--- config.mk ---
export PLATFORM = sky130hd
export DESIGN_NAME = lsu_addr_stage
export DESIGN_NICKNAME = d
export VERILOG_FILES = /design/src/lsu_pkg.sv /design/src/cb_pkg.sv /design/src/lsu_addr_stage.sv
export SDC_FILE = /design/constraint.sdc
export NUM_CORES = 1
export LEC_CHECK = 0
export ABC_CLOCK_PERIOD_IN_PS = 900
export BUFFER_PORTS_ARGS = -buffer_cell sky130_fd_sc_hd__buf_2
export CORE_MARGIN = 8
export CORE_UTILIZATION = 38
export CTS_CLUSTER_SIZE = 28
export DETAILED_ROUTE_END_ITERATION = 6
export PLACE_DENSITY = 0.85
export SYNTH_ARGS = -nofsm -noshare
export SYNTH_HDL_FRONTEND = slang
export SYNTH_SLANG_ARGS = --single-unit
--- constraint.sdc ---
create_clock -name clk -period 0.9 [get_ports clk]
set_clock_uncertainty 0.05 [all_clocks]
set_input_delay 0.135 -clock clk [delete_from_list [all_inputs] [get_ports clk]]
set_output_delay 0.135 -clock clk [all_outputs]
set_load 0.02 [all_outputs]
--- src/lsu_pkg.sv ---
// ****************************************
// Load/store unit definitions. Operation kind and
// access width as decoded by execute, the lane
// view of a bus word and the write-back tag width.
// ****************************************
package lsu_pkg;

  typedef enum logic [1:0] {
    NO_LSU    = 2'b00,
    LSU_LOAD  = 2'b01,
    LSU_STORE = 2'b10
  } lsu_op_e;

  // Codes follow the RV32 funct3 field of loads and stores
  typedef enum logic [2:0] {
    RV_LSU_B  = 3'b000,
    RV_LSU_H  = 3'b001,
    RV_LSU_W  = 3'b010,
    RV_LSU_BU = 3'b100,
    RV_LSU_HU = 3'b101
  } lsu_width_e;

  // One bus word, seen as byte lanes or as halfword lanes
  typedef union packed {
    logic [3:0][7:0]  byte_lane;
    logic [1:0][15:0] half_lane;
  } lane_word_u;

  // Destination register tag carried to write-back
  localparam int TAG_W = 5;

endpackage

--- src/cb_pkg.sv ---
// ****************************************
// Core bus definitions shared by the load/store
// unit and the data memory slave. Covers the
// transfer size, the response code and the
// widths of the data and strobe lanes.
// ****************************************
package cb_pkg;

  // Transfer size on the address channel
  typedef enum logic [1:0] {
    CB_BYTE      = 2'b00,
    CB_HALF_WORD = 2'b01,
    CB_WORD      = 2'b10
  } cb_size_e;

  // Response code, same encoding as the AXI resp field
  typedef enum logic [1:0] {
    CB_OKAY   = 2'b00,
    CB_SLVERR = 2'b10
  } cb_resp_e;

  localparam int CB_DATA_W = 32;
  localparam int CB_STRB_W = CB_DATA_W / 8;

endpackage
--- src/lsu_addr_stage.sv ---
// ****************************************
// Address phase of the load/store unit. Drives the
// word-aligned read or write address channel for
// the presented operation, raises back-pressure to
// execute and loads the data phase register.
// ****************************************
module lsu_addr_stage (
  input  logic                          clk,
  input  logic                          rst_n_i,
  input  lsu_pkg::lsu_op_e              lsu_op_i,
  input  lsu_pkg::lsu_width_e           lsu_width_i,
  input  logic [31:0]                   lsu_addr_i,
  input  logic [31:0]                   lsu_wdata_i,
  input  logic [lsu_pkg::TAG_W-1:0]     lsu_tag_i,
  input  logic                          rd_addr_ready_i,
  input  logic                          wr_addr_ready_i,
  input  logic                          data_stall_i,
  output logic                          lsu_bp_o,
  output logic [31:0]                   rd_addr_o,
  output logic                          rd_addr_valid_o,
  output logic [31:0]                   wr_addr_o,
  output logic                          wr_addr_valid_o,
  output cb_pkg::cb_size_e              addr_size_o,
  output lsu_pkg::lsu_op_e              dp_op_o,
  output lsu_pkg::lsu_width_e           dp_width_o,
  output logic [1:0]                    dp_offset_o,
  output logic [31:0]                   dp_wdata_o,
  output logic [lsu_pkg::TAG_W-1:0]     dp_tag_o
);

  logic is_load;
  logic is_store;
  logic bp_addr;

  assign is_load  = (lsu_op_i == lsu_pkg::LSU_LOAD);
  assign is_store = (lsu_op_i == lsu_pkg::LSU_STORE);

  // Address not taken this cycle
  assign bp_addr  = (is_load && !rd_addr_ready_i) || (is_store && !wr_addr_ready_i);
  assign lsu_bp_o = bp_addr || data_stall_i;

  // Byte selection is done with strobes, so the bus only sees words
  assign rd_addr_o       = {lsu_addr_i[31:2], 2'b00};
  assign wr_addr_o       = {lsu_addr_i[31:2], 2'b00};
  assign rd_addr_valid_o = is_load && !data_stall_i;
  assign wr_addr_valid_o = is_store && !data_stall_i;
  assign addr_size_o     = cb_pkg::CB_WORD;

  // NO_LSU here means the data phase is empty
  always_ff @(posedge clk or negedge rst_n_i) begin
    if (!rst_n_i) begin
      dp_op_o <= lsu_pkg::NO_LSU;
    end else if (!lsu_bp_o) begin
      dp_op_o <= lsu_op_i;
    end else if (!data_stall_i) begin
      // Data phase ended while the next address waits
      dp_op_o <= lsu_pkg::NO_LSU;
    end
  end

  always_ff @(posedge clk) begin
    if (!lsu_bp_o) begin
      dp_width_o  <= lsu_width_i;
      dp_offset_o <= lsu_addr_i[1:0];
      dp_wdata_o  <= lsu_wdata_i;
      dp_tag_o    <= lsu_tag_i;
    end
  end

endmodule

==> metrics list <==
* Outcome: finished, violations left
- Violations in the final reports: negative setup slack
* Fraction of layout cells with a size suffix above 1: 55.3%
- Core Area: between 4000 and 5000 um2
- Setup repair after global routing could not meet its margin everywhere.
- After synthesis, the cell types taking the most area are edfxtp_1, buf_4, dfrtp_1.
- Number of cells on the critical path: 1
* Sequential area share after synthesis: 69.4%
* Type of destination of the critical path: output pin
* Floorplan row count: 25
* Max-capacitance violation count: 0
- The tightest hold path in the finished design has a slack of 0.0947 ns.
- The congestion estimate from routability-driven global placement came to between 0.7 and 0.8.
* Aggregate global routing overflow: 0
- Setup violations remaining at the end of the flow were counted as 89.
* Final worst-path setup slack: -0.194 ns
- Sequential cells burn 50.5% of the power.
* Crit path launch type: flip-flop
- No sink is reached through more buffers than the 2 on the longest clock path.
- Clock-pin slew reported for the worst setup and hold paths after clock tree synthesis: 0.09 ns
- Based on the critical path, the design can be clocked at up to between 0.9 and 1 GHz.
* Die boundary height: 86.5 um
* Die width: 86.5 um
- In this design, the largest share of critical-path delay is due to flip-flops.
* Reg2reg path depth: 4
* Root buffer cell: clkbuf_8
* I/O Buffers: 95
- The startpoint identified for the worst hold timing path is rd_addr_ready_i.
- Hold Crit Class: in -> reg
- At the later pin of the worst-skew pair, clock insertion delay measures 0.29 ns.
- DRC: 0
* Power Internal: approximately 3.7 mW
- For this run, the total global-route usage over all layers was measured as between 10% and 20%.
- Net Sw Frac: roughly 28%
- The final count of pins violating max slew is 0.
* IR drop worst, VDD: roughly 810 uV
- Buffers inserted during clock tree synthesis total 5.
- In this run the static leakage power is between 1 and 1.5 nW.
- Count of different cell masters after synthesis: 11
- Global-route wire length before repair: slightly below 10 mm
* Detailed-route via count: approximately 1400
- After synthesis, the mean cell area works out to about 15 um2.
- The hold violation count in the final report was 0.
* Critical-path maximum fanout: 1
- At the end of the flow, the number of nets in the layout was 304.
- In the finished design, the share of the clock period the worst path needs comes to 122%.
- Commonest non-fill, non-tap cells in the layout: buf_6, buf_2, dlygate4sd3_1, edfxtp_1, buf_4
- Worst reg2reg startpoint: dp_op_o[0]$_DFFE_PN0P_
- Buffer and inverter count on the worst path: 1
- Vias per inst: approximately 4.7
* Launch point of the worst path: dp_wdata_o[19]$_DFFE_PN_
- Post-route antenna net violation count: 0
* Switching component of the power: ~1.4 mW
- The clock network is responsible for a little under a quarter of the overall power.
- Worst hold stages: 3
- CP max stage delay: around 0.45 ns
* Post-Route Setup TNS: -9.43 ns
* Library cell occupying the most area in the post-synthesis netlist: edfxtp_1
- Initial antenna violation count: 0
- By startpoint and endpoint, the worst setup path is classified as reg -> out.
- Starting utilization of the core area: roughly two fifths
- Synthesis inferred 44 register bits.
- Data on the critical path is required at its endpoint by roughly 0.71 ns.
- CTS tree: done
- Area share of the leading cell type in the synthesized netlist: 66.8%
- Compared with the post-synthesis result, the final layout area differs by 64.0%.
* Clock sinks: 44
* Final Total Pwr: ~5.1 mW
- Vias in the first global route: 1491
- The slowest stage of the critical path is the edfxtp_1 cell.
- After technology mapping, the gate count stands at 124.
* Die footprint: 7480 um2
- The cell area that synthesis handed to floorplanning was roughly 1900 um2.
- Pin placement for this block handled roughly 190 I/O pins.
* Number of iterations in the first detailed-routing pass: 4
- The signal on the critical path passes through buf_6.
- Counting I/O delays and the setup requirement, the final critical path takes 1.09 ns.
* Most frequent standard cell in the layout excluding fill and tap cells: buf_6
- Wires add up to about 7.5 mm.
* Largest net degree at the start of global routing: 22
- Combinational cells account for about 26% of the total power.
- Arrival time of the worst setup path: 0.91 ns
- After the first detailed-routing iteration, the DRC count stood at 119.
* Pwr dens: roughly 1700 nW/um2
- Ant diodes: 0
- Total number of yosys warnings: 0
* H-tree lvl count: 2
- Detailed placement ended at an HPWL of around 3.7 mm.
- In the final routed layout, each cell accounts on average for ~26 um.
-- final timing paths --
check | end | slack [ns]
hold / removal | dp_op_o[0]$_DFFE_PN0P_ | 0.09
hold reg to reg | dp_op_o[1]$_DFFE_PN0P_ | 0.58
min in group asynchronous | dp_op_o[1]$_DFFE_PN0P_ | 0.10
max in group asynchronous | dp_op_o[0]$_DFFE_PN0P_ | 0.61
setup / recovery | dp_wdata_o[19] | -0.19
setup reg to reg | dp_op_o[0]$_DFFE_PN0P_ | -0.03
-- power groups by stage --
stage | logic, mW | clock network (mW) | registers, mW
finish | 1.32 | 1.22 | 2.59
global route | 1.38 | 1.31 | 2.60
CTS | 1.12 | 1.14 | 2.53
detailed placement | 0.721 | 0 | 2.55
global placement | 0.696 | 0 | 2.54
floorplan | 0.503 | 0 | 2.82
-- logic make-up after synthesis --
group | synth area share, %
buffers and inverters | 26.2
AO/OA/AOI/OAI | 1.92
other | 0.397
AND/OR/NAND/NOR | 2.05
flip-flops | 69.4
-- synthesized netlist by cell type --
| cell type | count |
|---|---|
| nor3b_1 | 2 |
| a211o_1 | 1 |
| nor3b_2 | 1 |
| a211oi_1 | 1 |
| edfxtp_1 | 42 |
| conb_1 | 2 |
| buf_4 | 66 |
| nor2_1 | 1 |
| o21ai_0 | 4 |
| nand2_1 | 2 |
| dfrtp_1 | 2 |
-- sequential cells by signal, indices dropped and copies added, names as in the netlist --
signal       count
dp_op_o          2
dp_tag_o         5
dp_width_o       3
dp_wdata_o      32
dp_offset_o      2
-- worst register-to-register path, stage by stage, from the launching register on --
cell	delay [ns]
dfrtp_1	0.41
buf_4	0.14
buf_4	0.12
nand2_1	0.05
o21ai_1	0.05
-- per-stage QoR --
step	std cells	cell area (um2)	utilization, %	setup slack (ns)
2_1_floorplan	128	1920	-	-0.955
3_3_place_gp	228	2030	42.7	-0.331
3_5_place_dp	228	2030	42.7	-0.375
4_1_cts	289	2880	60.6	-0.134
5_1_grt	293	3100	65.2	-0.208
6_report	293	3100	65.2	-0.194
-- metal layers --
metal | part of all wire [%] | GRT usage, %
met5 | 0 | 0
met1 | 33 | 17.1
met2 | 47 | 28.1
met3 | 14 | 9.74
met4 | 5.7 | 13.9
-- layout make-up --
class	count	area, um2
flip-flops and latches	44	1310
multi-input cells	18	129
well taps	67	83.8
fillers	289	1660
clock inverters	3	13.8
clock buffers	5	68.8
repair buffers	156	1490
-- timing repair --
item / 4_1_cts / 5_1_grt
pin swaps: 3 / 2
hold buffers: 43 / 0
buffers inserted: 7 / 1
endpoints found under the hold margin: 44 / 0
endpoints found under the setup margin: 89 / 89
gates cloned: 3 / 4
resized for setup: 61 / 49
Power figures use the tool's default switching activity.
