[src/lsu_pkg.sv]
// ****************************************
// Load/store unit definitions. Operation kind and
// access width as decoded by execute, the lane
// view of a bus word and the write-back tag width.
// ****************************************
package lsu_pkg;

  typedef enum logic [1:0] {
    NO_LSU    = 2'b00,
    LSU_LOAD  = 2'b01,
    LSU_STORE = 2'b10
  } lsu_op_e;

  // Codes follow the RV32 funct3 field of loads and stores
  typedef enum logic [2:0] {
    RV_LSU_B  = 3'b000,
    RV_LSU_H  = 3'b001,
    RV_LSU_W  = 3'b010,
    RV_LSU_BU = 3'b100,
    RV_LSU_HU = 3'b101
  } lsu_width_e;

  // One bus word, seen as byte lanes or as halfword lanes
  typedef union packed {
    logic [3:0][7:0]  byte_lane;
    logic [1:0][15:0] half_lane;
  } lane_word_u;

  // Destination register tag carried to write-back
  localparam int TAG_W = 5;

endpackage

[src/cb_pkg.sv]
// ****************************************
// Core bus definitions shared by the load/store
// unit and the data memory slave. Covers the
// transfer size, the response code and the
// widths of the data and strobe lanes.
// ****************************************
package cb_pkg;

  // Transfer size on the address channel
  typedef enum logic [1:0] {
    CB_BYTE      = 2'b00,
    CB_HALF_WORD = 2'b01,
    CB_WORD      = 2'b10
  } cb_size_e;

  // Response code, same encoding as the AXI resp field
  typedef enum logic [1:0] {
    CB_OKAY   = 2'b00,
    CB_SLVERR = 2'b10
  } cb_resp_e;

  localparam int CB_DATA_W = 32;
  localparam int CB_STRB_W = CB_DATA_W / 8;

endpackage
[src/lsu_data_stage.sv]
// ****************************************
// Data phase of the load/store unit. Shifts store
// data and strobes into their lanes, stalls the
// address phase until the ending beat and captures
// the outcome with its bus error for write-back.
// ****************************************
module lsu_data_stage (
  input  logic                          clk,
  input  logic                          rst_n_i,
  input  lsu_pkg::lsu_op_e              dp_op_i,
  input  lsu_pkg::lsu_width_e           dp_width_i,
  input  logic [1:0]                    dp_offset_i,
  input  logic [31:0]                   dp_wdata_i,
  input  logic [lsu_pkg::TAG_W-1:0]     dp_tag_i,
  input  logic                          wr_data_ready_i,
  input  logic                          rd_valid_i,
  input  logic [cb_pkg::CB_DATA_W-1:0]  rd_data_i,
  input  cb_pkg::cb_resp_e              rd_resp_i,
  input  logic                          wr_resp_valid_i,
  input  cb_pkg::cb_resp_e              wr_resp_i,
  output logic                          data_stall_o,
  output logic [cb_pkg::CB_DATA_W-1:0]  wr_data_o,
  output logic [cb_pkg::CB_STRB_W-1:0]  wr_strobe_o,
  output logic                          wr_data_valid_o,
  output logic                          rd_ready_o,
  output logic                          done_o,
  output logic                          done_load_o,
  output lsu_pkg::lsu_width_e           done_width_o,
  output logic [1:0]                    done_offset_o,
  output logic [lsu_pkg::TAG_W-1:0]     done_tag_o,
  output logic [31:0]                   done_rdata_o,
  output logic                          done_error_o
);

  logic                         is_load;
  logic                         is_store;
  logic                         beat;
  logic                         beat_err;
  logic [cb_pkg::CB_STRB_W-1:0] base_strb;
  lsu_pkg::lane_word_u          lanes;

  assign is_load  = (dp_op_i == lsu_pkg::LSU_LOAD);
  assign is_store = (dp_op_i == lsu_pkg::LSU_STORE);

  // Store lanes, data replicated then masked by the strobes
  always_comb begin
    case (dp_width_i)
      lsu_pkg::RV_LSU_B, lsu_pkg::RV_LSU_BU: begin
        base_strb       = 4'b0001;
        lanes.byte_lane = {4{dp_wdata_i[7:0]}};
      end
      lsu_pkg::RV_LSU_H, lsu_pkg::RV_LSU_HU: begin
        base_strb       = 4'b0011;
        lanes.half_lane = {2{dp_wdata_i[15:0]}};
      end
      default: begin
        base_strb = 4'b1111;
        lanes     = lsu_pkg::lane_word_u'(dp_wdata_i);
      end
    endcase
    wr_strobe_o = base_strb << dp_offset_i;
    for (int i = 0; i < cb_pkg::CB_STRB_W; i++) begin
      if (!wr_strobe_o[i]) begin
        lanes.byte_lane[i] = 8'h00;
      end
    end
  end

  assign wr_data_o       = lanes;
  assign wr_data_valid_o = is_store;
  assign rd_ready_o      = 1'b1;

  // Ending beat of the phase, response comes with it
  assign beat         = (is_store && wr_data_ready_i) || (is_load && rd_valid_i);
  assign data_stall_o = (is_store && !wr_data_ready_i) || (is_load && !rd_valid_i);
  assign beat_err     = is_store ? (wr_resp_valid_i && (wr_resp_i != cb_pkg::CB_OKAY))
                                 : (rd_resp_i != cb_pkg::CB_OKAY);

  always_ff @(posedge clk or negedge rst_n_i) begin
    if (!rst_n_i) begin
      done_o       <= 1'b0;
      done_load_o  <= 1'b0;
      done_error_o <= 1'b0;
    end else begin
      done_o <= beat;
      if (beat) begin
        done_load_o  <= is_load;
        done_error_o <= beat_err;
      end
    end
  end

  always_ff @(posedge clk) begin
    if (beat) begin
      done_width_o  <= dp_width_i;
      done_offset_o <= dp_offset_i;
      done_tag_o    <= dp_tag_i;
      done_rdata_o  <= rd_data_i;
    end
  end

endmodule

[config.mk]
export PLATFORM = sky130hd
export DESIGN_NAME = lsu_data_stage
export DESIGN_NICKNAME = d
export VERILOG_FILES = /design/src/lsu_pkg.sv /design/src/cb_pkg.sv /design/src/lsu_data_stage.sv
export SDC_FILE = /design/constraint.sdc
export NUM_CORES = 1
export LEC_CHECK = 0
export ABC_CLOCK_PERIOD_IN_PS = 1700
export BUFFER_PORTS_ARGS = -buffer_cell sky130_fd_sc_hd__buf_2
export CAP_MARGIN = 30
export CORE_ASPECT_RATIO = 0.8
export CORE_MARGIN = 1
export CORE_UTILIZATION = 35
export CTS_CLUSTER_SIZE = 28
export DETAILED_ROUTE_END_ITERATION = 16
export PLACE_DENSITY_LB_ADDON = 0.05
export SYNTH_ARGS = -nofsm -noshare
export SYNTH_HDL_FRONTEND = slang
export SYNTH_SLANG_ARGS = --single-unit
[constraint.sdc]
create_clock -name clk -period 1.7 [get_ports clk]
set_input_delay 0.085 -clock clk [delete_from_list [all_inputs] [get_ports clk]]
set_output_delay 0.085 -clock clk [all_outputs]
set_load 0.01 [all_outputs]
==> flow_metrics.py <==
metrics = {
    "layout": {
        "diodes": 0,
        "syn_to_final_growth_pct": 70.03,
        "drive_gt1_frac": 0.5014,
        "fin_nets": 442,
        "fin_util": 0.6170,
        "fin_area_um2": 3372,
    },
    "cts": {
        "cts_inserted_buffers": 5,
        "cts_tree": "done",
        "cts-root-buf": "clkbuf_8",
        "clk_latency_ns": 0.28,
        "cts.sinks": 45,
        "ctsResizeCount": 0,
        "ctsHoldBuffers": 39,
        "cts_setup_buffers": 0,
        "path_clk_slew_ns": 0.08,
        "cts.path.max_buffers": 2,
        "h-tree-depth": 2,
    },
    "sta": {
        "max_slew.worst_pin.slew_ns": 0.6199,
        "finalHoldViolCount": 0,
        "slew-limit-headroom": 0.5852,
        "skew_ns": 0,
        "rsz0062_at_grt": "false",
        "max_freq_mhz": 739.6,
        "setup_tns_ns": 0,
        "setup_viol_count_final": 0,
        "period_minus_slack_ns": 1.352,
        "timing.final.crit_share": 0.7953,
        "slew_violations": 0,
    },
    "logic_synthesis": {
        "synth_area_leaders": "edfxtp_1, mux2i_1, nand2_1",
        "ys_seq_area_frac": 0.6738,
        "synth_top_area_frac": 0.6360,
        "synth_top_family_by_area": "simple AND/OR/NAND/NOR gates",
        "synth_fa_ha_area_frac": 0,
        "synthArstFlopShare": 0.06667,
        "synth_nets": 234,
        "synth_area_um2": 1983,
        "yosysTopAreaCell": "edfxtp_1",
        "synth_compound_gate_area_share": 0.08833,
        "synthTopCellsByCount": "edfxtp_1, nand2_1, mux2i_1",
        "yosysUniqueCellTypes": 25,
        "synth_mux_area_frac": 0.09148,
        "synth-simple-area-share": 0.1110,
        "synthCells": 149,
        "synth.most_common_cell": "edfxtp_1",
        "synth-xor-area-share": 0,
        "synth-seq-cells": 45,
        "synthFlopType": "edfxtp_1",
        "ys_warn_count": 0,
        "synth_edf_count": 42,
        "synth_area_per_cell_um2": 13.31,
    },
    "critical_path": {
        "reg2reg_from": "done_error_o",
        "crit_fanout": 20,
        "cp.required_ns": 1.62,
        "critPathLaunch": "dp_width_i[1]",
        "cp-start-kind": "input pin",
        "critical_path_class": "in -> out",
        "arrival_ns": 1.27,
        "crit_path_end_kind": "primary output",
    },
    "routing": {
        "detail-route-antenna-nets": 0,
        "vias": 1906,
        "viasPerCell": 4.382,
        "drc": 0,
        "drt-total-wl_um": 5551,
        "drtIter0Drc": 77,
        "routedWlPerCell_um": 12.76,
        "dr.pass1.iters": 4,
    },
    "hold_path": {
        "hp-start": "dp_offset_i[1]",
        "hp-class": "in -> reg",
    },
    "global_routing": {
        "grt_first_pass_wirelength_um": 8700,
        "antenna_found_initial": 0,
        "globalRouteOverflowTotal": 0,
        "grt_usage": 0.1884,
        "grt_pass1_vias": 1943,
        "grt_max_degree": 28,
    },
    "floorplan": {
        "die_width_um": 86.16,
        "fp.dieArea_um2": 5973,
        "core-area_um2": 5465,
        "die_h_um": 69.33,
        "initial_core_util": 0.3629,
        "io_pins": 169,
        "rows": 24,
    },
    "place": {
        "place.gp.congestion": 0.8301,
        "dp_hpwl_um": 3910,
        "place_area_um2": 2900,
        "portBuffers": 167,
    },
    "run": {
        "max-cap-violations": 0,
    },
    "status": {
        "status": "completed",
    },
    "power": {
        "ir_drop_uv": 391.1,
        "powerDensity_nw_per_um2": 753.2,
        "leakage_nw": 1.625,
    },
}
-- registers in the layout, indices dropped and copies added (netlist names) --
signal and flops:
done_rdata_o 32, done_tag_o 5, done_width_o 3, done_offset_o 2
done_error_o 1, done_load_o 1, done_o 1
-- cells by family (layout without fill, tap and decap cells) --
kind of cell | Yosys count | after routing
buffers and inverters | 10 | 218
AND/OR/NAND/NOR | 49 | 49
multiplexers | 18 | 18
other | 1 | 1
flip-flops | 45 | 45
AO/OA/AOI/OAI | 26 | 26
-- final cells by class --
cell class / count / area, um2
fill: 480 / 2093
sequential: 45 / 1336
timing repair buffer: 208 / 1254
multi-input combinational: 94 / 591.8
tap: 78 / 97.59
clock buffer: 6 / 72.57
inverter: 3 / 11.26
clock inverter: 1 / 8.758
-- metal layers --
layer | vias to the layer above | GRT usage | wire length [um] | part of all wire
met2 | 88 | 0.3342 | 2800 | 0.50
met3 | 0 | 0.05952 | 420 | 0.076
met1 | 866 | 0.2176 | 2331 | 0.42
met5 | - | 0 | 0 | 0
li1 | 952 | - | - | -
met4 | 0 | 0.05185 | 0 | 0
-- critical path, cell delays in order --
cell	delay [ns]
buf_2	0.31
or2_1	0.40
o21bai_4	0.15
a21oi_1	0.16
buf_2	0.15
-- per-stage QoR --
stage	hold WS [ns]	cells	setup WS (ns)	power (W)
after floorplan	-0.2106	149	0.2478	0.001604
after global placement	-0.1173	389	0.3109	0.001881
final	0.06864	435	0.3480	0.002540
after CTS	0.05594	435	0.3631	0.002565
after detailed placement	-0.1142	389	0.2948	0.001882
after global routing	0.06454	435	0.2320	0.002677
-- power breakdown --
group | switching, W | internal (W)
clock network | 0.000329 | 0.000285
logic | 0.000297 | 0.000290
registers | 0.0000234 | 0.00132
-- worst paths after layout --
path	to	cells past startpoint	slack (ns)
max reg2reg	done_error_o	1	0.94
max	wr_data_o[12]	5	0.35
min reg2reg	done_error_o	1	0.53
min	done_offset_o[1]	1	0.07
min in group asynchronous	done_o	2	0.12
max in group asynchronous	done_load_o	2	1.47
-- layout by cell type, fill, tap and decap left out, types with 2 or more instances in the layout --
cell type and count:
buf_2 167, edfxtp_1 42, dlygate4sd3_1 39, nand2_1 25, mux2i_1 17, nor2_1 11, a21oi_1 9, and2_1 8
o31ai_1 8, clkbuf_8 5, inv_1 3, o21ai_0 3, dfrtp_1 3, a21o_1 2
Power figures use the tool's default switching activity.
