--- config.mk ---
export PLATFORM = sky130hd
export DESIGN_NAME = lsu_load_align
export DESIGN_NICKNAME = d
export VERILOG_FILES = /design/src/lsu_pkg.sv /design/src/lsu_load_align.sv
export SDC_FILE = /design/constraint.sdc
export NUM_CORES = 1
export LEC_CHECK = 0
export BUFFER_PORTS_ARGS = -buffer_cell sky130_fd_sc_hd__buf_2
export CAP_MARGIN = 5
export CORE_MARGIN = 2
export CORE_UTILIZATION = 45
export DETAILED_ROUTE_END_ITERATION = 12
export GPL_TIMING_DRIVEN = 0
export PLACE_DENSITY_LB_ADDON = 0.3
export SLEW_MARGIN = 0
export SYNTH_ARGS = -nofsm -noshare
export SYNTH_HDL_FRONTEND = slang
export SYNTH_SLANG_ARGS = --single-unit
--- constraint.sdc ---
create_clock -name clk -period 0.8 [get_ports clk]
set_input_delay 0.12 -clock clk [delete_from_list [all_inputs] [get_ports clk]]
set_output_delay 0.12 -clock clk [all_outputs]
set_load 0.02 [all_outputs]
--- src/lsu_pkg.sv ---
// ****************************************
// Load/store unit definitions. Operation kind and
// access width as decoded by execute, the lane
// view of a bus word and the write-back tag width.
// ****************************************
package lsu_pkg;

  typedef enum logic [1:0] {
    NO_LSU    = 2'b00,
    LSU_LOAD  = 2'b01,
    LSU_STORE = 2'b10
  } lsu_op_e;

  // Codes follow the RV32 funct3 field of loads and stores
  typedef enum logic [2:0] {
    RV_LSU_B  = 3'b000,
    RV_LSU_H  = 3'b001,
    RV_LSU_W  = 3'b010,
    RV_LSU_BU = 3'b100,
    RV_LSU_HU = 3'b101
  } lsu_width_e;

  // One bus word, seen as byte lanes or as halfword lanes
  typedef union packed {
    logic [3:0][7:0]  byte_lane;
    logic [1:0][15:0] half_lane;
  } lane_word_u;

  // Destination register tag carried to write-back
  localparam int TAG_W = 5;

endpackage

--- src/lsu_load_align.sv ---
// ****************************************
// Write-back stage. Picks the addressed byte or
// halfword of a load, extends it by width and
// registers the result with a one-cycle valid.
// Stores and failed loads write back zero.
// ****************************************
module lsu_load_align (
  input  logic                       clk,
  input  logic                       rst_n_i,
  input  logic                       done_i,
  input  logic                       done_load_i,
  input  lsu_pkg::lsu_width_e        done_width_i,
  input  logic [1:0]                 done_offset_i,
  input  logic [lsu_pkg::TAG_W-1:0]  done_tag_i,
  input  logic [31:0]                done_rdata_i,
  input  logic                       done_error_i,
  output logic                       wb_valid_o,
  output logic                       wb_load_o,
  output logic [lsu_pkg::TAG_W-1:0]  wb_tag_o,
  output logic [31:0]                wb_data_o,
  output logic                       wb_error_o
);

  lsu_pkg::lane_word_u lanes;
  logic [7:0]          sel_b;
  logic [15:0]         sel_h;
  logic [31:0]         ext_data;

  assign lanes = lsu_pkg::lane_word_u'(done_rdata_i);
  assign sel_b = lanes.byte_lane[done_offset_i];
  assign sel_h = lanes.half_lane[done_offset_i[1]];

  always_comb begin
    case (done_width_i)
      lsu_pkg::RV_LSU_B:  ext_data = {{24{sel_b[7]}}, sel_b};
      lsu_pkg::RV_LSU_BU: ext_data = {24'h0, sel_b};
      lsu_pkg::RV_LSU_H:  ext_data = {{16{sel_h[15]}}, sel_h};
      lsu_pkg::RV_LSU_HU: ext_data = {16'h0, sel_h};
      default:            ext_data = done_rdata_i;
    endcase
    if (!done_load_i || done_error_i) begin
      ext_data = 32'h0;
    end
  end

  always_ff @(posedge clk or negedge rst_n_i) begin
    if (!rst_n_i) begin
      wb_valid_o <= 1'b0;
    end else begin
      wb_valid_o <= done_i;
    end
  end

  always_ff @(posedge clk) begin
    if (done_i) begin
      wb_load_o  <= done_load_i;
      wb_tag_o   <= done_tag_i;
      wb_data_o  <= ext_data;
      wb_error_o <= done_error_i;
    end
  end

endmodule

==> results of run 1 <==
==> worst max-delay path: stages <==
cell and delay, ns:
buf_6 0.10, mux4_2 0.52, a21o_4 0.30, a21oi_2 0.13, nor3_1 0.07
==> kinds of logic after synthesis <==
| kind of cell | after synthesis | synth area share [%] |
|---|---|---|
| flip-flops | 40 | 58.90 |
| multiplexers | 10 | 5.607 |
| buffers and inverters | 15 | 4.067 |
| AO/OA/AOI/OAI | 48 | 17.07 |
| AND/OR/NAND/NOR | 63 | 14.36 |
==> repair_timing <==
action                                  CTS  global route
endpoints found under the hold margin     5             1
gates resized for setup                  60            53
endpoints found under the setup margin  111            72
setup buffers                            10             2
gates cloned                              2             0
hold buffers                              5             1
pin swaps                                16            10
==> path summary, 6_finish.rpt <==
kind                                  start       endpoint  cells after the start
min in group asynchronous           rst_n_i     wb_valid_o                      2
hold / removal                  done_load_i      wb_load_o                      1
max in group asynchronous           rst_n_i     wb_valid_o                      2
setup / recovery           done_rdata_i[31]  wb_data_o[11]                      5
==> power groups by stage <==
stage	Combinational [uW]	Clock (uW)	Sequential, uW
after floorplan	382	0	2770
after global placement	983	0	2550
after detailed placement	995	0	2550
after CTS	1210	1990	2510
after global routing	1420	2100	2540
final	1340	2000	2530
==> synth_stat cells <==
master	n	area share, %
a2111oi_0	2	0.86
a211o_1	1	0.43
a211oi_1	6	2.2
a21o_1	1	0.37
a21o_4	1	0.74
a21oi_1	19	4.7
a21oi_2	9	3.9
a21oi_4	1	0.80
a2bb2oi_1	1	0.43
a31oi_1	1	0.31
buf_12	1	0.99
buf_2	2	0.49
buf_4	2	0.74
clkbuf_1	8	1.5
dfrtp_1	1	1.2
edfxtp_1	39	58
inv_1	2	0.37
mux2_2	1	0.55
mux2i_1	8	3.9
mux4_2	1	1.1
nand2_1	28	5.2
nand2b_1	2	0.62
nand3_1	1	0.25
nand3b_1	1	0.37
nor2_1	9	1.7
nor2b_1	12	3.7
nor3_1	9	2.2
nor3b_1	1	0.37
o21a_1	3	1.1
o21ai_0	1	0.25
o221a_2	1	0.55
o32ai_1	1	0.43
==> final cells by class <==
cell class | instances | share of cell area, %
sequential | 40 | 36.93
multi-input combinational | 121 | 29.28
timing repair buffer | 102 | 24.30
buffer | 12 | 3.090
clock buffer | 6 | 2.240
tap | 52 | 2.008
clock inverter | 2 | 1.854
inverter | 2 | 0.3090
==> routing by layer <==
layer  part of all wire, %  wire [microns]  vias to the layer above
met5                     0               0                        -
met4                   1.8             110                        0
met3                   6.6             399                       12
met2                    52            3123                       80
met1                    40            2376                      883
li1                      -               -                      867
==> registers in the layout, summed over array words and instances, names as in the netlist <==
register / cells
wb_data_o: 32
wb_tag_o: 5
wb_error_o: 1
wb_load_o: 1
wb_valid_o: 1
==> metrics by stage <==
stage | hold slack [ns] | worst slack (ns) | util (%) | instance area [sq um]
6_report | 0.01363 | -0.4055 | 74.40 | 3239
5_1_grt | 0.003083 | -0.4246 | 74.40 | 3239
4_1_cts | 0.0003367 | -0.4164 | 71.03 | 3093
3_5_place_dp | -0.1044 | -0.7906 | 59.40 | 2586
3_3_place_gp | -0.1048 | -0.7822 | 59.40 | 2586
2_1_floorplan | -0.1756 | -0.5191 | - | 2101
==> reports/metrics.yaml, run 1 <==
outcome:
  status: "finished with violations"
  failed_checks: "negative setup slack"
route:
  drtAntennaViolNets: 0
  dr.first_iter.drc_count: 154
  wl_microns: 6011
  remaining_drc_errors: 0
  via_count: 1842
  via_per_inst: 5.466
  wire_per_inst_microns: 17.84
  drt_pass1_iterations: 4
cts:
  cts_root_buf: "clkbuf_8"
  clockBufferDepth: 2
  clock_sinks: 40
  clk_pin_slew_ns: 0.08
  htree_levels: 2
  numCtsBuffers: 5
  tritoncts: "done"
floorplanning:
  dieArea_sq_um: 5066
  ios: 87
  rows: 24
  die_h_microns: 71.18
  die_w_microns: 71.18
  start_util_pct: 46.64
  core-area_sq_um: 4354
cells_and_area:
  layout-drive-gt1-share_pct: 57.89
  num-fill-cells: 293
  num_antenna_cells: 0
  multi_input_area_sq_um: 948.4
  final_cell_mix: "buf_2 (55), edfxtp_1 (39), buf_6 (33)"
  layout_commonest_cell: "buf_2"
  final_cell_count_no_fill: 337
  regArea_sq_um: 1196
  syn_to_final_growth_pct: 59.52
  final_nets: 331
sta:
  rsz0062_at_grt: "yes"
  fmax_ghz: 0.8295
  layout_worst_path_cycle_share_pct: 150.7
  drv_slew: 0
  maxSlewHeadroom_pct: 65.22
  setup_viol: 72
  period_needed_ns: 1.205
  fin_ws_ns: -0.4055
  tightest_slew_ns: 0.5217
  final_hold_viol_count: 0
  tns_ns: -15.82
grt:
  grt_use_met1_pct: 29.88
  grt_pass1_vias: 1966
  met2_usage_pct: 41.98
  grt_max_degree: 41
  overflow: 0
  grt_pass1_wl_microns: 9515
  track_usage_pct: 24.48
  use_met3_pct: 5.413
  antenna_found_initial: 0
  grt.busiest_layer: "met2"
logic_synthesis:
  synth.net_count: 223
  synth_cell_types: 32
  yosys_warnings: 0
  syn_inst: 176
  synth_area_sq_um: 2031
  seq_area_frac_synth_pct: 58.90
  synth-seq-cells: 40
  avgSynthCellArea_sq_um: 11.54
pwr:
  leakagePower_uw: 0.001300
  powerDensity_nw_per_um2: 1811
  internal_power_uw: 4330
  p_total_uw: 5866
  combPwrFrac_pct: 22.9
  clkPwrFrac_pct: 34.0
  switching_power_uw: 1536
  peakVddDrop_mv: 0.9370
  sw_frac_of_total_pct: 26.18
  p_seq_share_pct: 43.1
setup_path:
  worstSetupEndpointType: "register"
  criticalPathCategory: "in2reg"
  crit_path_start_kind: "primary input"
  worstPathArrival_ns: 1.25
  cp_max_fo: 7
  cp.required_ns: 0.84
hold_path:
  hold_path_class: "in2reg"
placed_design:
  placed_cells: 312
  place.detailed.hpwl_microns: 3587
  place_congestion: 0.8196
  portBuffers: 84
flow_run:
  drv_cap: 0
(Power assumes the default switching activity.)
==> run 2, diff against run 1 <==
==> constraint.sdc (replaced) <==
create_clock -name clk -period 0.8 [get_ports clk]
set_input_delay 0.08 -clock clk [delete_from_list [all_inputs] [get_ports clk]]
set_output_delay 0.08 -clock clk [all_outputs]
set_load 0.02 [all_outputs]
==> reports/metrics.yaml, run 2 (synthesis results as in run 1) <==
outcome:
  status: "finished with violations"
  failed_checks: "negative setup slack"
floorplanning:
  die_h_microns: 71.18  # unchanged
  rows: 24  # unchanged
  die_w_microns: 71.18  # unchanged
  start_util_pct: 46.64  # unchanged
  ios: 87  # unchanged
  core-area_sq_um: 4354  # unchanged
  dieArea_sq_um: 5066  # unchanged
sta:
  fin_ws_ns: -0.3668  # +0.03871 ns
  setup_viol: 72  # unchanged
  tightest_slew_ns: 0.5248  # +0.003166 ns
  final_hold_viol_count: 0  # unchanged
  period_needed_ns: 1.167  # -0.03871 ns
  layout_worst_path_cycle_share_pct: 145.8  # -4.8 points
  maxSlewHeadroom_pct: 65.01  # -0.21 points
  drv_slew: 0  # unchanged
  fmax_ghz: 0.8571  # +3.3%
  rsz0062_at_grt: "yes"
  tns_ns: -12.21  # +3.601 ns
cells_and_area:
  largest_reg_flops: 32  # unchanged
  fin_util_pct: 74.34  # about the same
  top_register: "wb_data_o"
  num_antenna_cells: 0  # unchanged
  layout_commonest_cell: "buf_2"
  layout-drive-gt1-share_pct: 56.49  # -1.4 points
  final_cell_mix: "buf_2 (56), edfxtp_1 (39), buf_6 (32)"
  syn_to_final_growth_pct: 59.40  # about the same
  final_nets: 331  # unchanged
  top_regs: "wb_data_o x32, wb_tag_o x5"
setup_path:
  slowest_stage: "mux4_2"
  path_cells: "buf_6 > mux4_2 > nand2_2 > a21o_4 > buf_6 > buf_6 > a21oi_2"
  criticalPathCategory: "in2reg"
  critPathMaxStageDelay_ns: 0.52  # about the same
  cp.required_ns: 0.84  # about the same
  worstPathArrival_ns: 1.21  # -0.04 ns
  worstSetupEndpointType: "register"
  crit_path_start_kind: "primary input"
  cp_common_cell: "buf_6"
  cp_max_fo: 4  # -3
grt:
  grt_pass1_wl_microns: 9266  # -2.6%
  track_usage_pct: 23.85  # -0.63 points
  overflow: 0  # unchanged
  grt_max_degree: 41  # unchanged
  antenna_found_initial: 0  # unchanged
  grt_pass1_vias: 1943  # -1.2%
placed_design:
  portBuffers: 84  # unchanged
  place_congestion: 0.8196  # unchanged
  place.detailed.hpwl_microns: 3587  # unchanged
route:
  drt_pass1_iterations: 4  # unchanged
  dr.first_iter.drc_count: 146  # -5.2%
  wl_microns: 5960  # -0.85%
  via_count: 1840  # -0.11%
  wire_per_inst_microns: 17.69  # -0.85%
  drtAntennaViolNets: 0  # unchanged
  via_per_inst: 5.460  # -0.11%
  remaining_drc_errors: 0  # unchanged
hold_path:
  holdPathStages: 2  # +1
  min_from: "done_rdata_i[1]"
  hold_path_class: "in2reg"
  min_to: "wb_data_o[1]"
cts:
  clockBufferDepth: 2  # unchanged
  tritoncts: "done"
  numCtsBuffers: 5  # unchanged
  htree_levels: 2  # unchanged
  cts_root_buf: "clkbuf_8"
  clk_pin_slew_ns: 0.08  # about the same
  clock_sinks: 40  # unchanged
flow_run:
  drv_cap: 0  # unchanged
pwr:
  leakagePower_uw: 0.001297  # -0.24%
  peakVddDrop_mv: 0.9681  # +3.3%
  powerDensity_nw_per_um2: 1803  # -0.46%
run 2: cell types whose count changed in the layout (fill, tap and decap cells not counted), moves of 2 or more:
cell	delta
clkbuf_2	-2
dlygate4sd3_1	+2
a21oi_1	+2
a21oi_2	-2
run 2: how the worst max path moves through the flow:
stage,from,to,slack [ns],cells after the start
3_3_place_gp,done_offset_i[0],wb_data_o[13],-0.74,5
6_report,done_rdata_i[31],wb_data_o[25],-0.37,7
2_1_floorplan,done_offset_i[0],wb_data_o[16],-0.48,5
4_1_cts,done_rdata_i[31],wb_data_o[21],-0.38,7
5_1_grt,done_rdata_i[31],wb_data_o[25],-0.38,7
3_5_place_dp,done_offset_i[0],wb_data_o[13],-0.75,5
run 2: final cells by class:
| type | count | area (sq um) |
|---|---|---|
| sequential | 40 | 1196 |
| fill | 299 | 1117 |
| multi-input combinational | 121 | 937.1 |
| timing repair buffer | 102 | 788.3 |
| buffer | 12 | 107.6 |
| clock buffer | 6 | 72.57 |
| tap | 52 | 65.06 |
| clock inverter | 2 | 60.06 |
| inverter | 2 | 10.01 |
run 2: layer usage:
metal / wire [microns] / track usage [%] / share of wire (%)
met1: 2362 / 29.79 / 40
met2: 3112 / 41.05 / 52
met3: 373 / 3.704 / 6.3
met4: 112 / 10.06 / 1.9
met5: 0 / 0 / 0
run 2: timing repair:
action | in CTS | in global routing
setup endpoints to repair | 110 | 72
cloned | 2 | 0
pin swaps | 14 | 9
buffers inserted | 7 | 2
endpoints found under the hold margin | 8 | 0
hold buffers | 8 | 0
resized for setup | 56 | 58
run 2: worst max-delay path: cells and delay by family:
family          cells  cell delay (ns)
mux                 1             0.52
buf+inv             3             0.31
compound gates      2             0.21
simple gates        1             0.10
run 2: power by group:
group / leakage [uW] / internal (uW) / switching [uW]
Combinational: 0.000846 / 612 / 724
Sequential: 0.000386 / 2470 / 56.4
Clock: 0.0000654 / 1250 / 724
run 2: stage by stage:
| step | setup WS, ns | instance area, sq um | power (uW) | hold WS [ns] | cells |
|---|---|---|---|---|---|
| 3_5_place_dp | -0.7506 | 2586 | 3546 | -0.1444 | 312 |
| 2_1_floorplan | -0.4791 | 2101 | 3149 | -0.2156 | 176 |
| 4_1_cts | -0.3764 | 3080 | 5702 | 0.06784 | 337 |
| 3_3_place_gp | -0.7422 | 2586 | 3534 | -0.1448 | 312 |
| 6_report | -0.3668 | 3237 | 5835 | 0.07255 | 337 |
| 5_1_grt | -0.3820 | 3237 | 6043 | 0.07352 | 337 |
